==> src/source/rng_defs.svh <==
`ifndef RNG_DEFS_SVH
`define RNG_DEFS_SVH

// words held between generator and register slave
`define RNG_FIFO_DEPTH 16

// register map, byte addresses on the axi4-lite port
`define RNG_ADDR_CTRL   32'h0000_0000 // bit0 enable, bit1 commit seed
`define RNG_ADDR_STATUS 32'h0000_0004 // fifo level, empty, full
`define RNG_ADDR_DATA   32'h0000_0008 // read pops one word
`define RNG_ADDR_SEED0  32'h0000_0010
`define RNG_ADDR_SEED1  32'h0000_0014
`define RNG_ADDR_SEED2  32'h0000_0018
`define RNG_ADDR_SEED3  32'h0000_001C

// generator state after reset
// any value except all zero works, xoshiro locks up on zero
`define RNG_DEFAULT_SEED0 32'h1234_5678
`define RNG_DEFAULT_SEED1 32'h9ABC_DEF0
`define RNG_DEFAULT_SEED2 32'h0FED_CBA9
`define RNG_DEFAULT_SEED3 32'h8765_4321

// status word layout on a STATUS read
// [6:2] level
// [1]   empty
// [0]   full

`endif

==> src/source/rng_pkg.sv <==
package rng_pkg;

  // one generator result
  typedef logic [31:0] rng_word_t;

  // fifo fill level, wide enough for a full 16 deep buffer
  typedef logic [4:0] rng_level_t;

  // generator state, also used for the staged seed
  typedef struct packed {
    rng_word_t s0;
    rng_word_t s1;
    rng_word_t s2;
    rng_word_t s3;
  } rng_seed_t;

  typedef struct packed {
    rng_level_t level; // words currently buffered
    logic       empty;
    logic       full;
  } rng_status_t;

  // axi4-lite response codes
  typedef enum logic [1:0] {
    AXIL_OKAY   = 2'b00,
    AXIL_SLVERR = 2'b10
  } axil_resp_t;

  typedef struct packed {
    logic [31:0] addr;
  } axil_aw_t;

  typedef struct packed {
    logic [31:0] data; // full word writes only
  } axil_w_t;

  typedef struct packed {
    logic [31:0] addr;
  } axil_ar_t;

  typedef struct packed {
    logic [31:0] data;
    axil_resp_t  resp;
  } axil_r_t;

endpackage

==> src/source/prng_xoshiro128pp.sv <==
`timescale 1ns/1ns

`include "rng_defs.svh"

// xoshiro128++ generator with a registered result and valid/ready output
module prng_xoshiro128pp (
  input  logic               i_clk,
  input  logic               i_rst,
  input  logic               i_seed_load, // one cycle, wins over generation
  input  rng_pkg::rng_seed_t i_seed,
  output logic               o_valid,
  input  logic               i_ready,     // enable and room downstream
  output rng_pkg::rng_word_t o_word,
  output rng_pkg::rng_seed_t o_state      // live state for readback
);
  import rng_pkg::*;

  localparam int ROT_RES = 7;  // result rotate
  localparam int SHL_T   = 9;  // t = s1 << 9
  localparam int ROT_S3  = 11; // final s3 rotate

  rng_seed_t state_q;
  rng_seed_t state_nxt;
  rng_word_t word_q;
  rng_word_t word_nxt;
  rng_word_t sum03;
  rng_word_t t_shl;
  rng_word_t s0_x;
  rng_word_t s1_x;
  rng_word_t s2_x;
  rng_word_t s3_x;
  logic      valid_q;

  function automatic rng_word_t rotl(input rng_word_t x, input int k);
    return (x << k) | (x >> (32 - k));
  endfunction

  // result = rotl(s0 + s3, 7) + s0
  always_comb begin
    sum03    = state_q.s0 + state_q.s3;
    word_nxt = rotl(sum03, ROT_RES) + state_q.s0;
  end

  // next state, each xor sees the words already updated above it
  always_comb begin
    t_shl = state_q.s1 << SHL_T;
    s2_x  = state_q.s2 ^ state_q.s0; // s2 ^= s0
    s3_x  = state_q.s3 ^ state_q.s1; // s3 ^= s1
    s1_x  = state_q.s1 ^ s2_x;       // s1 ^= s2 (new)
    s0_x  = state_q.s0 ^ s3_x;       // s0 ^= s3 (new)
    state_nxt.s0 = s0_x;
    state_nxt.s1 = s1_x;
    state_nxt.s2 = s2_x ^ t_shl;
    state_nxt.s3 = rotl(s3_x, ROT_S3);
  end

  // state and valid flag
  // output register fills whenever ready, a held word means state is one step ahead
  always_ff @(posedge i_clk) begin
    if (i_rst) begin
      state_q <= '{`RNG_DEFAULT_SEED0, `RNG_DEFAULT_SEED1,
                   `RNG_DEFAULT_SEED2, `RNG_DEFAULT_SEED3};
      valid_q <= 1'b0;
    end else if (i_seed_load) begin
      state_q <= i_seed;
      valid_q <= 1'b0; // old word is dropped with the flush
    end else if (i_ready) begin
      state_q <= state_nxt; // advance with each new result
      valid_q <= 1'b1;
    end
  end

  always_ff @(posedge i_clk) begin
    if (!i_seed_load && i_ready) begin
      word_q <= word_nxt;
    end
  end

  assign o_valid = valid_q;
  assign o_word  = word_q;
  assign o_state = state_q;

endmodule

==> src/source/sync_fifo.sv <==
`timescale 1ns/1ns

// single clock circular buffer for generator words
module sync_fifo #(
  parameter int DEPTH = 16
) (
  input  logic                 i_clk,
  input  logic                 i_rst,
  input  logic                 i_flush, // empties in one cycle
  input  logic                 i_push,
  input  rng_pkg::rng_word_t   i_data,
  output logic                 o_full,
  input  logic                 i_pop,
  output rng_pkg::rng_word_t   o_data,  // head word, valid when not empty
  output rng_pkg::rng_status_t o_status
);
  import rng_pkg::*;

  localparam int PTR_W = (DEPTH > 1) ? $clog2(DEPTH) : 1;

  rng_word_t        mem [DEPTH];
  logic [PTR_W-1:0] wr_ptr;
  logic [PTR_W-1:0] rd_ptr;
  rng_level_t       count;
  logic             do_push;
  logic             do_pop;

  // wrap explicitly so non power of two depths work
  function automatic logic [PTR_W-1:0] ptr_inc(input logic [PTR_W-1:0] ptr);
    if (ptr == PTR_W'(DEPTH - 1)) begin
      return '0;
    end
    return ptr + 1'b1;
  endfunction

  assign do_push = i_push && !o_full;     // push on full is dropped
  assign do_pop  = i_pop && (count != '0); // pop on empty is dropped

  always_ff @(posedge i_clk) begin
    if (do_push) begin
      mem[wr_ptr] <= i_data;
    end
  end

  always_ff @(posedge i_clk) begin
    if (i_rst || i_flush) begin
      wr_ptr <= '0;
      rd_ptr <= '0;
      count  <= '0;
    end else begin
      if (do_push) wr_ptr <= ptr_inc(wr_ptr);
      if (do_pop) rd_ptr <= ptr_inc(rd_ptr);
      case ({do_push, do_pop})
        2'b10:   count <= count + 1'b1;
        2'b01:   count <= count - 1'b1;
        default: count <= count; // both or neither
      endcase
    end
  end

  assign o_full = (count == rng_level_t'(DEPTH));
  assign o_data = mem[rd_ptr]; // push shows at head one cycle later

  always_comb begin
    o_status.level = count;
    o_status.empty = (count == '0);
    o_status.full  = o_full;
  end

endmodule

==> src/source/axil_rng_regs.sv <==
`timescale 1ns/1ns

`include "rng_defs.svh"

// axi4-lite register slave for the rng service
// aw and w are taken in the same cycle, one outstanding write and one read
module axil_rng_regs (
  input  logic                 i_clk,
  input  logic                 i_rst,
  // write address and data
  input  logic                 i_awvalid,
  output logic                 o_awready,
  input  rng_pkg::axil_aw_t    i_aw,
  input  logic                 i_wvalid,
  output logic                 o_wready,
  input  rng_pkg::axil_w_t     i_w,
  // write response
  output logic                 o_bvalid,
  input  logic                 i_bready,
  output rng_pkg::axil_resp_t  o_bresp,
  // read address and data
  input  logic                 i_arvalid,
  output logic                 o_arready,
  input  rng_pkg::axil_ar_t    i_ar,
  output logic                 o_rvalid,
  input  logic                 i_rready,
  output rng_pkg::axil_r_t     o_r,
  // generator side
  output logic                 o_enable,
  output logic                 o_seed_load, // commit pulse, also flushes fifo
  output rng_pkg::rng_seed_t   o_seed,
  input  rng_pkg::rng_seed_t   i_state,
  // fifo side
  input  rng_pkg::rng_status_t i_status,
  output logic                 o_pop,
  input  rng_pkg::rng_word_t   i_data
);
  import rng_pkg::*;

  logic        enable_q;
  logic        seed_load_q;
  rng_seed_t   seed_q;      // staged seed, applied on commit
  logic        bvalid_q;
  axil_resp_t  bresp_q;
  logic        rvalid_q;
  axil_r_t     r_q;
  axil_r_t     rd_resp;
  logic [31:0] wr_addr;
  logic [31:0] rd_addr;
  logic        wr_fire;
  logic        rd_fire;
  logic        rd_is_data;

  // word aligned decode, byte offset bits ignored
  assign wr_addr = {i_aw.addr[31:2], 2'b00};
  assign rd_addr = {i_ar.addr[31:2], 2'b00};

  assign o_awready = !bvalid_q; // blocked while b is pending
  assign o_wready  = !bvalid_q;
  assign wr_fire   = i_awvalid && i_wvalid && !bvalid_q;

  assign o_arready  = !rvalid_q;
  assign rd_fire    = i_arvalid && !rvalid_q;
  assign rd_is_data = (rd_addr == `RNG_ADDR_DATA);
  assign o_pop      = rd_fire && rd_is_data && !i_status.empty; // once per accepted read

  // write path
  always_ff @(posedge i_clk) begin
    if (i_rst) begin
      enable_q    <= 1'b0;
      seed_load_q <= 1'b0;
      seed_q      <= '{`RNG_DEFAULT_SEED0, `RNG_DEFAULT_SEED1,
                       `RNG_DEFAULT_SEED2, `RNG_DEFAULT_SEED3};
      bvalid_q    <= 1'b0;
      bresp_q     <= AXIL_OKAY;
    end else begin
      seed_load_q <= 1'b0; // pulse lasts one cycle
      if (bvalid_q && i_bready) bvalid_q <= 1'b0;
      if (wr_fire) begin
        bvalid_q <= 1'b1;
        bresp_q  <= AXIL_OKAY;
        case (wr_addr)
          `RNG_ADDR_CTRL: begin
            enable_q    <= i_w.data[0];
            seed_load_q <= i_w.data[1]; // commit staged seed
          end
          `RNG_ADDR_STATUS, `RNG_ADDR_DATA: begin
            // read only, write dropped with okay
          end
          `RNG_ADDR_SEED0: seed_q.s0 <= i_w.data;
          `RNG_ADDR_SEED1: seed_q.s1 <= i_w.data;
          `RNG_ADDR_SEED2: seed_q.s2 <= i_w.data;
          `RNG_ADDR_SEED3: seed_q.s3 <= i_w.data;
          default:         bresp_q <= AXIL_SLVERR; // unmapped
        endcase
      end
    end
  end

  // read mux, seed registers show the live generator state
  always_comb begin
    rd_resp.data = '0;
    rd_resp.resp = AXIL_OKAY;
    case (rd_addr)
      `RNG_ADDR_CTRL:   rd_resp.data = {31'b0, enable_q};
      `RNG_ADDR_STATUS: rd_resp.data = {{(32 - $bits(rng_status_t)){1'b0}}, i_status};
      `RNG_ADDR_DATA: begin
        if (i_status.empty) begin
          rd_resp.resp = AXIL_SLVERR; // nothing to pop, data stays zero
        end else begin
          rd_resp.data = i_data;
        end
      end
      `RNG_ADDR_SEED0:  rd_resp.data = i_state.s0;
      `RNG_ADDR_SEED1:  rd_resp.data = i_state.s1;
      `RNG_ADDR_SEED2:  rd_resp.data = i_state.s2;
      `RNG_ADDR_SEED3:  rd_resp.data = i_state.s3;
      default:          rd_resp.resp = AXIL_SLVERR;
    endcase
  end

  always_ff @(posedge i_clk) begin
    if (i_rst) begin
      rvalid_q <= 1'b0;
    end else if (rd_fire) begin
      rvalid_q <= 1'b1;
    end else if (i_rready) begin
      rvalid_q <= 1'b0;
    end
  end

  // response captured at acceptance, held until rready
  always_ff @(posedge i_clk) begin
    if (rd_fire) r_q <= rd_resp;
  end

  assign o_bvalid    = bvalid_q;
  assign o_bresp     = bresp_q;
  assign o_rvalid    = rvalid_q;
  assign o_r         = r_q;
  assign o_enable    = enable_q;
  assign o_seed_load = seed_load_q;
  assign o_seed      = seed_q;

endmodule

==> src/source/rng_subsystem_top.sv <==
`timescale 1ns/1ns

`include "rng_defs.svh"

// random number service: generator -> fifo -> axi4-lite registers
module rng_subsystem_top (
  input  logic                i_clk,
  input  logic                i_rst,
  input  logic                i_awvalid,
  output logic                o_awready,
  input  rng_pkg::axil_aw_t   i_aw,
  input  logic                i_wvalid,
  output logic                o_wready,
  input  rng_pkg::axil_w_t    i_w,
  output logic                o_bvalid,
  input  logic                i_bready,
  output rng_pkg::axil_resp_t o_bresp,
  input  logic                i_arvalid,
  output logic                o_arready,
  input  rng_pkg::axil_ar_t   i_ar,
  output logic                o_rvalid,
  input  logic                i_rready,
  output rng_pkg::axil_r_t    o_r
);
  import rng_pkg::*;

  logic        seed_load; // commit pulse, reloads state and flushes fifo
  rng_seed_t   seed;
  rng_seed_t   state;
  logic        enable;
  logic        gen_valid;
  logic        gen_ready;
  rng_word_t   gen_word;
  logic        fifo_full;
  logic        pop;
  rng_word_t   head;
  rng_status_t status;

  assign gen_ready = enable && !fifo_full; // producer runs only with room

  prng_xoshiro128pp prng_xoshiro128pp_inst (
    .i_clk       (i_clk),
    .i_rst       (i_rst),
    .i_seed_load (seed_load),
    .i_seed      (seed),
    .o_valid     (gen_valid),
    .i_ready     (gen_ready),
    .o_word      (gen_word),
    .o_state     (state)
  );

  sync_fifo #(
    .DEPTH (`RNG_FIFO_DEPTH)
  ) sync_fifo_inst (
    .i_clk    (i_clk),
    .i_rst    (i_rst),
    .i_flush  (seed_load),
    .i_push   (gen_valid && gen_ready), // transfer
    .i_data   (gen_word),
    .o_full   (fifo_full),
    .i_pop    (pop),
    .o_data   (head),
    .o_status (status)
  );

  axil_rng_regs axil_rng_regs_inst (
    .i_clk (i_clk), .i_rst (i_rst),
    .i_awvalid (i_awvalid), .o_awready (o_awready), .i_aw (i_aw),
    .i_wvalid (i_wvalid), .o_wready (o_wready), .i_w (i_w),
    .o_bvalid (o_bvalid), .i_bready (i_bready), .o_bresp (o_bresp),
    .i_arvalid (i_arvalid), .o_arready (o_arready), .i_ar (i_ar),
    .o_rvalid (o_rvalid), .i_rready (i_rready), .o_r (o_r),
    .o_enable (enable), .o_seed_load (seed_load), .o_seed (seed),
    .i_state (state), .i_status (status), .o_pop (pop), .i_data (head)
  );

endmodule

==> config.mk <==
export PLATFORM = sky130hd
export DESIGN_NAME = rng_subsystem_top
export DESIGN_NICKNAME = d
export VERILOG_FILES = /design/src/source/rng_pkg.sv /design/src/source/prng_xoshiro128pp.sv /design/src/source/sync_fifo.sv /design/src/source/axil_rng_regs.sv /design/src/source/rng_subsystem_top.sv
export VERILOG_INCLUDE_DIRS = /design/src /design/src/source
export SDC_FILE = /design/constraint.sdc
export NUM_CORES = 1
export LEC_CHECK = 0
export BUFFER_PORTS_ARGS = -buffer_cell sky130_fd_sc_hd__buf_2
export CORE_MARGIN = 8
export CORE_UTILIZATION = 45
export DETAILED_ROUTE_END_ITERATION = 10
export GPL_ROUTABILITY_DRIVEN = 0
export GPL_TIMING_DRIVEN = 1
export PLACE_DENSITY = 0.72
export SLEW_MARGIN = 10
export SYNTH_ARGS = -nofsm -noshare
export SYNTH_HDL_FRONTEND = slang
export SYNTH_SLANG_ARGS = --single-unit
export TNS_END_PERCENT = 30
==> constraint.sdc <==
create_clock -name i_clk -period 8.08 [get_ports i_clk]
set_input_delay 1.616 -clock i_clk [delete_from_list [all_inputs] [get_ports i_clk]]
set_output_delay 1.616 -clock i_clk [all_outputs]
set_load 0.02 [all_outputs]
* Word level (Yosys, flattened, before mapping)
Memory sizes are Yosys's and may differ from the RTL's. A register that Yosys moved wholly into a read port is not among the register bits.
Index checks and enable logic that the tools add are counted.
** Word-level totals
- Input bits :: 103
- Output and inout bits :: 41
- Latch bits :: 0
- Bits in writable memories :: 512
- Memory bits (read-only) :: 0
- Memories kept :: 1
- Register bits :: 342
** Operators by class
- Shift-type cells :: 0
- Multiplexer cells :: 26
- Multipliers :: 0
- Equal/unequal tests :: 17
- $add $sub $neg :: 6
- Reductions and logical operators :: 34
- Bitwise operators :: 9
- Order comparisons :: 0
- Divide/modulo/power cells :: 0
** Memory list
- sync_fifo_inst.mem :: depth 16, width 32, read ports 1, clocked after memory_dff 1, write ports 1, RTL line sync_fifo.sv:21 : rng_word_t mem [DEPTH];
** Operators with widths (number)
- $mux 128 :: 2
- $eq 30x3->1 const B :: 8
- $pmux 32 s7 :: 1
- $xor 32x32->32 :: 5
- $add 32x32->32 :: 2
- $logic_not 32->1 :: 2
- $eq 30x1->1 const B :: 2
- $eq 30x2->1 const B :: 2
- $mux 32 :: 1
- $or 32x11->32 :: 1
- $or 32x7->32 :: 1
- $mux 4 :: 6
- $mux 1 :: 12
- $logic_and 1x1->1 :: 11
- $pmux 5 s2 :: 1
- $reduce_and 2->1 :: 5
- $add 4x1->4 const B :: 2
- $eq 4x4->1 const B :: 2
- $reduce_bool 2->1 :: 4
- $reduce_or 7->1 :: 1
- $reduce_or 6->1 :: 1
- $add 5x1->5 const B :: 1
- $eq 5x5->1 const B :: 1
- $logic_not 1->1 :: 5
- other kinds (11) :: 13

* Logic depth before layout (Yosys ltp)
- Word-level depth :: 10
- Gate-level depth with buffers :: 22

* Cells and area by module
A second synthesis with hierarchy kept.
** Second synthesis, totals
- Cells, all modules :: 2952
- Area, all modules :: 39101.3 µm²
** Modules (own cells, without submodules)
- sync_fifo :: instances 1, cells an instance 830, area each 20317.0 µm²
- prng_xoshiro128pp :: instances 1, cells an instance 1301, area each 10802.9 µm²
- axil_rng_regs :: instances 1, cells an instance 819, area each 7966.4 µm²
- rng_subsystem_top :: instances 1, cells an instance 2, area each 15.0 µm²

* Worst setup path after synthesis
No wires, ideal clock.
- Kind :: register -> register
- From :: register prng_xoshiro128pp_inst.state_q, in the netlist prng_xoshiro128pp_inst.o_state[97]
- To :: register prng_xoshiro128pp_inst.word_q[28] (netlist: prng_xoshiro128pp_inst.o_word[28]) (data pin)
- Cell stages (with the launch flop) :: 22
- Setup time :: 0.262 ns
- Path buffers :: 0
- Setup slack :: 3.193 ns
- Arrival :: 4.625 ns
- Cells stage by stage :: dfxtp_1 > ha_1 > a21o_1 > a211o_1 > a21oi_4 > o211ai_2 > a211o_1 > a31oi_4 > inv_2 > a41o_1 > xor2_1 > ha_1 > fa_1 > a21oi_1 > o221ai_1 > o211ai_1 > a21oi_1 > nor3_1 > nand4b_1 > a31oi_1 > a21oi_1 > xor2_1
** Between the ends
- Cells in the longest elaborated chain, start to end :: 3
** Ends and longest elaborated chain
- start, declared :: RTL line prng_xoshiro128pp.sv:22 : rng_seed_t state_q;
- start signal, assigned :: RTL line prng_xoshiro128pp.sv:61 : state_q <= '{`RNG_DEFAULT_SEED0, `RNG_DEFAULT_SEED1,
- start signal, assigned :: RTL line prng_xoshiro128pp.sv:65 : state_q <= i_seed;
- start signal, assigned :: RTL line prng_xoshiro128pp.sv:68 : state_q <= state_nxt;
- $add 32x32->32 :: RTL line prng_xoshiro128pp.sv:40 : sum03 = state_q.s0 + state_q.s3;
- $or 32x7->32 :: RTL line prng_xoshiro128pp.sv:35 : return (x << k) | (x >> (32 - k));
- $add 32x32->32 * :: RTL line prng_xoshiro128pp.sv:41 : word_nxt = rotl(sum03, ROT_RES) + state_q.s0;
- named net prng_xoshiro128pp_inst.word_nxt[28] :: RTL line prng_xoshiro128pp.sv:25 : rng_word_t word_nxt;
- end signal, assigned :: RTL line prng_xoshiro128pp.sv:75 : word_q <= word_nxt;
- end, declared :: RTL line prng_xoshiro128pp.sv:24 : rng_word_t word_q;
Mark *: on every way through the listed nets, which the timed path passes. The rest lies on a longest branch.
A chain may end at the register's enable or synchronous reset.

* Final worst setup path
- From :: register prng_xoshiro128pp_inst.state_q, in the netlist prng_xoshiro128pp_inst.o_state[96]
- To :: register prng_xoshiro128pp_inst.word_q[29] (netlist: prng_xoshiro128pp_inst.o_word[29]) (data pin)
The elaborated chain is that of the path after synthesis.

==> results.sh <==
export IMPL_combPwrFrac_pct=1.4
export IMPL_ys_warn_count=0
export IMPL_clock_path_buffers=3
export IMPL_ctsResizeCount=0
export IMPL_ctsHoldBuffers=0
export IMPL_grt_pass1_vias=23800
export IMPL_start_util_pct=45.3
export IMPL_clock_skew_ns=0.0251
export IMPL_die_y_um=306
export IMPL_worstPathCellList="ha_1, inv_1, fa_1, nor2b_1, o2111ai_1, nand3_1, a221o_1, a21oi_1, o31ai_1, a21o_1, a21oi_1, xnor2_1, ha_1, nand4_1, a311o_1, a31o_1, o211ai_1, a31oi_1, o21ai_1, a21oi_1, xnor2_1"
export IMPL_fill_cells=6993
export IMPL_p_clk_share_pct=46.1
export IMPL_ant_nets=0
export IMPL_hold_path_class="reg -> reg"
export IMPL_routed_wl_mm=102
export IMPL_p_int_mw=7.02
export IMPL_avgViaCountPerCell=5.94
export IMPL_io_buffer_count=137
export IMPL_synth_edf_count=577
export IMPL_antenna_found_initial=3
export IMPL_dieArea_um2=93300
export IMPL_drt_iter0_drc=2531
export IMPL_cts_root_buf="clkbuf_16"
export IMPL_synthesis_area_um2=37700
export IMPL_syn2layout_area_growth_pct=12.5
export IMPL_worst_slew_pin_slew_ns=1.16
export IMPL_dpl_cell_area_um2=39600
export IMPL_drcViolationCount=0
export IMPL_drv_slew=0
export IMPL_ys_async_sr_fraction_pct=0
export IMPL_htree_levels=3
export IMPL_cellPowerDensity_nw_per_um2=208
export IMPL_grt_max_degree=133
export IMPL_slew_headroom_pct=22.2
export IMPL_ys_seq_elements=856
export IMPL_clk_latency_ns=0.65
export IMPL_pwr_share_seq_pct=52.5
export IMPL_crit_fanout=6
export IMPL_swShare_pct=20.4
export IMPL_yosysSeqAreaShare_pct=60.7
export IMPL_hold_start="axil_rng_regs_inst.o_seed[112]"
export IMPL_core_region_area_um2=83300
export IMPL_synth_main_ff_cell="edfxtp_1"
export IMPL_critPathArrivalTime_ns=6.17
export IMPL_diodes=0
export IMPL_num_rows=106
export IMPL_cap_viol_max_count=0
export IMPL_cts_buffers=83
export IMPL_nets=3149
export IMPL_max_freq_mhz=173
export IMPL_crit_path_end_kind="register"
export IMPL_grt_first_pass_wirelength_mm=152
export IMPL_ioPinCount=144
export IMPL_setup_viol=0
export IMPL_finalInstanceArea_um2=42400
export IMPL_die_w_um=306
export IMPL_timing_final_crit_share_pct=71.4
export IMPL_tritoncts="done"
export IMPL_path_class="reg -> reg"
export IMPL_drive_gt1_share_pct=16.7
export IMPL_overflow=0
export IMPL_crit_path_frequent_cell="a21oi_1"
export IMPL_post_drt_wl_per_cell_um=24.9
export IMPL_firstDrtPassIters=6
export IMPL_final_setup_tns_ns=0
export IMPL_post_cts_buffers=0
export IMPL_cp_start_kind="register"
export IMPL_hpwl_mm=62.4
export IMPL_clk_pin_slew_ns=0.06
export IMPL_slowest_delay_ns=0.59
export IMPL_clkSinkCount=856
export IMPL_ys_types=61
export IMPL_avgSynthCellArea_um2=13.1
export IMPL_finalHoldViolCount=0
export IMPL_cellLeakagePower_nw=14.5
export IMPL_irDropWorstVdd_uv=148
export IMPL_cp_required_ns=8.48
export IMPL_rr_startpoint="prng_xoshiro128pp_inst.o_state[96]"
export IMPL_critPathSlowestCell="dfxtp_1"
export IMPL_setup_worst_path_start="prng_xoshiro128pp_inst.o_state[96]"
export IMPL_fin_crit_ns=5.77
export IMPL_rsz0062_at_grt="false"
export IMPL_status="complete, no violations"
export IMPL_power_net_switching_mw=1.80
export IMPL_postSynthCellCount=2879
export IMPL_grt_usage_pct=21.3
export IMPL_dr_total_vias=24500
## path summary, 6_finish.rpt
kind	slack, ns	endpoint	depth (start not counted)
max	2.31	prng_xoshiro128pp_inst.o_word[29]	21
min	0.46	axil_rng_regs_inst.o_seed[112]	2
max reg2reg	2.31	prng_xoshiro128pp_inst.o_word[29]	21
min reg2reg	0.46	axil_rng_regs_inst.o_seed[112]	2
## layer usage
metal	global-route usage [%]	vias to the layer above	part of all wire, %
li1	-	10900	-
met1	28.9	12300	42
met2	34.7	1074	47
met3	3.71	186	7.7
met4	7.05	0	3.3
met5	0	-	0
## area by class of cell
cell class	count	area [um^2]	area share, %
repair buffers	177	1010	2.37
clock buffers	102	2210	5.21
multi-input cells	1832	14200	33.5
clock inverters	48	624	1.47
well taps	1080	1350	3.19
flip-flops and latches	856	22900	54.0
inverters	22	82.6	0.195
## layout by cell type, fill, tap and decap left out, types with 12 or more instances in the layout
cell type,count
a211o_1,36
a211oi_1,20
a21o_1,35
a21oi_1,261
buf_2,135
buf_4,40
bufinv_16,12
clkbuf_1,12
clkbuf_16,83
clkinv_1,13
clkinv_2,14
dfxtp_1,274
edfxtp_1,577
ha_1,71
inv_1,20
mux2i_1,78
mux4_2,161
nand2_1,328
nand2b_1,28
nand3_1,19
nand3b_1,65
nor2_1,187
nor2_4,14
nor2b_1,17
nor4_1,13
o21ai_0,76
o21bai_1,20
o221ai_1,28
or3_1,59
xnor2_1,150
xor2_1,43
## stage by stage
| step | std cells | hold WS [ns] | power [mW] | worst slack (ns) | utilization (%) |
|---|---|---|---|---|---|
| 6_report | 4117 | 0.456 | 8.82 | 2.31 | 50.9 |
| 5_1_grt | 4117 | 0.471 | 9.03 | 1.92 | 50.9 |
| 4_1_cts | 4117 | 0.458 | 8.87 | 2.47 | 50.9 |
| 3_5_place_dp | 3967 | 0.448 | 4.85 | 2.48 | 47.5 |
| 3_3_place_gp | 3967 | 0.443 | 4.85 | 2.54 | 47.5 |
| 2_1_floorplan | 2880 | 0.435 | 4.79 | 3.19 | - |
## worst max-delay path, delay by kind of cell, from the launching register on
kind	cells	cell delay, ns
AOI/OAI and AO/OA	12	2.79
xor gates and xnor gates	2	0.54
adders and majority gates	3	1.07
buffers and inverters	1	0.06
DFF	1	0.59
and+or+nand+nor	3	0.49
## power by group through the flow
stage                     Sequential, mW  Combinational, mW  Clock (mW)
after floorplan                     4.74             0.0534           0
after global placement              4.73              0.126           0
after detailed placement            4.73              0.126           0
after CTS                           4.63              0.126        4.11
after global routing                4.63              0.133        4.27
final                               4.63              0.126        4.06
## Yosys cell counts (17+ instances only)
library cell | count | area, um^2
mux4_2 | 161 | 3630
o21ai_0 | 76 | 380
a21oi_1 | 261 | 1310
nor2b_1 | 17 | 106
o21bai_1 | 20 | 150
inv_1 | 21 | 78.8
edfxtp_1 | 577 | 17300
nand2_1 | 329 | 1230
nor2_1 | 201 | 754
buf_1 | 26 | 97.6
nand3b_1 | 65 | 488
a211oi_1 | 20 | 150
nand2b_1 | 28 | 175
clkbuf_1 | 132 | 495
mux2i_1 | 78 | 781
ha_1 | 71 | 888
nand3_1 | 19 | 95.1
xnor2_1 | 150 | 1310
dfxtp_1 | 279 | 5590
a21o_1 | 35 | 263
or3_1 | 60 | 375
o221ai_1 | 28 | 245
xor2_1 | 43 | 377
a211o_1 | 36 | 315
## logic make-up after synthesis
group,share of synthesized area [%]
buffers and inverters,1.97
AO/OA/AOI/OAI,8.78
multiplexers,11.8
flip-flops,60.7
XOR/XNOR,4.48
adder cells (fa/ha/maj),2.51
other,0.00994
AND/OR/NAND/NOR,9.67
## state kept, by name, indices dropped and copies added (netlist names), named ones only
| name | cells |
|---|---|
| axil_rng_regs_inst.o_seed_load | 1 |
| axil_rng_regs_inst.o_rvalid | 1 |
| axil_rng_regs_inst.o_r | 33 |
| prng_xoshiro128pp_inst.o_state | 128 |
| axil_rng_regs_inst.o_bvalid | 1 |
| axil_rng_regs_inst.o_enable | 1 |
| axil_rng_regs_inst.o_seed | 128 |
| sync_fifo_inst.rd_ptr | 4 |
| prng_xoshiro128pp_inst.o_word | 32 |
| axil_rng_regs_inst.o_bresp | 1 |
| sync_fifo_inst.count | 5 |
| prng_xoshiro128pp_inst.o_valid | 1 |
| sync_fifo_inst.mem | 512 |
| sync_fifo_inst.wr_ptr | 4 |
Power figures use the tool's default switching activity.
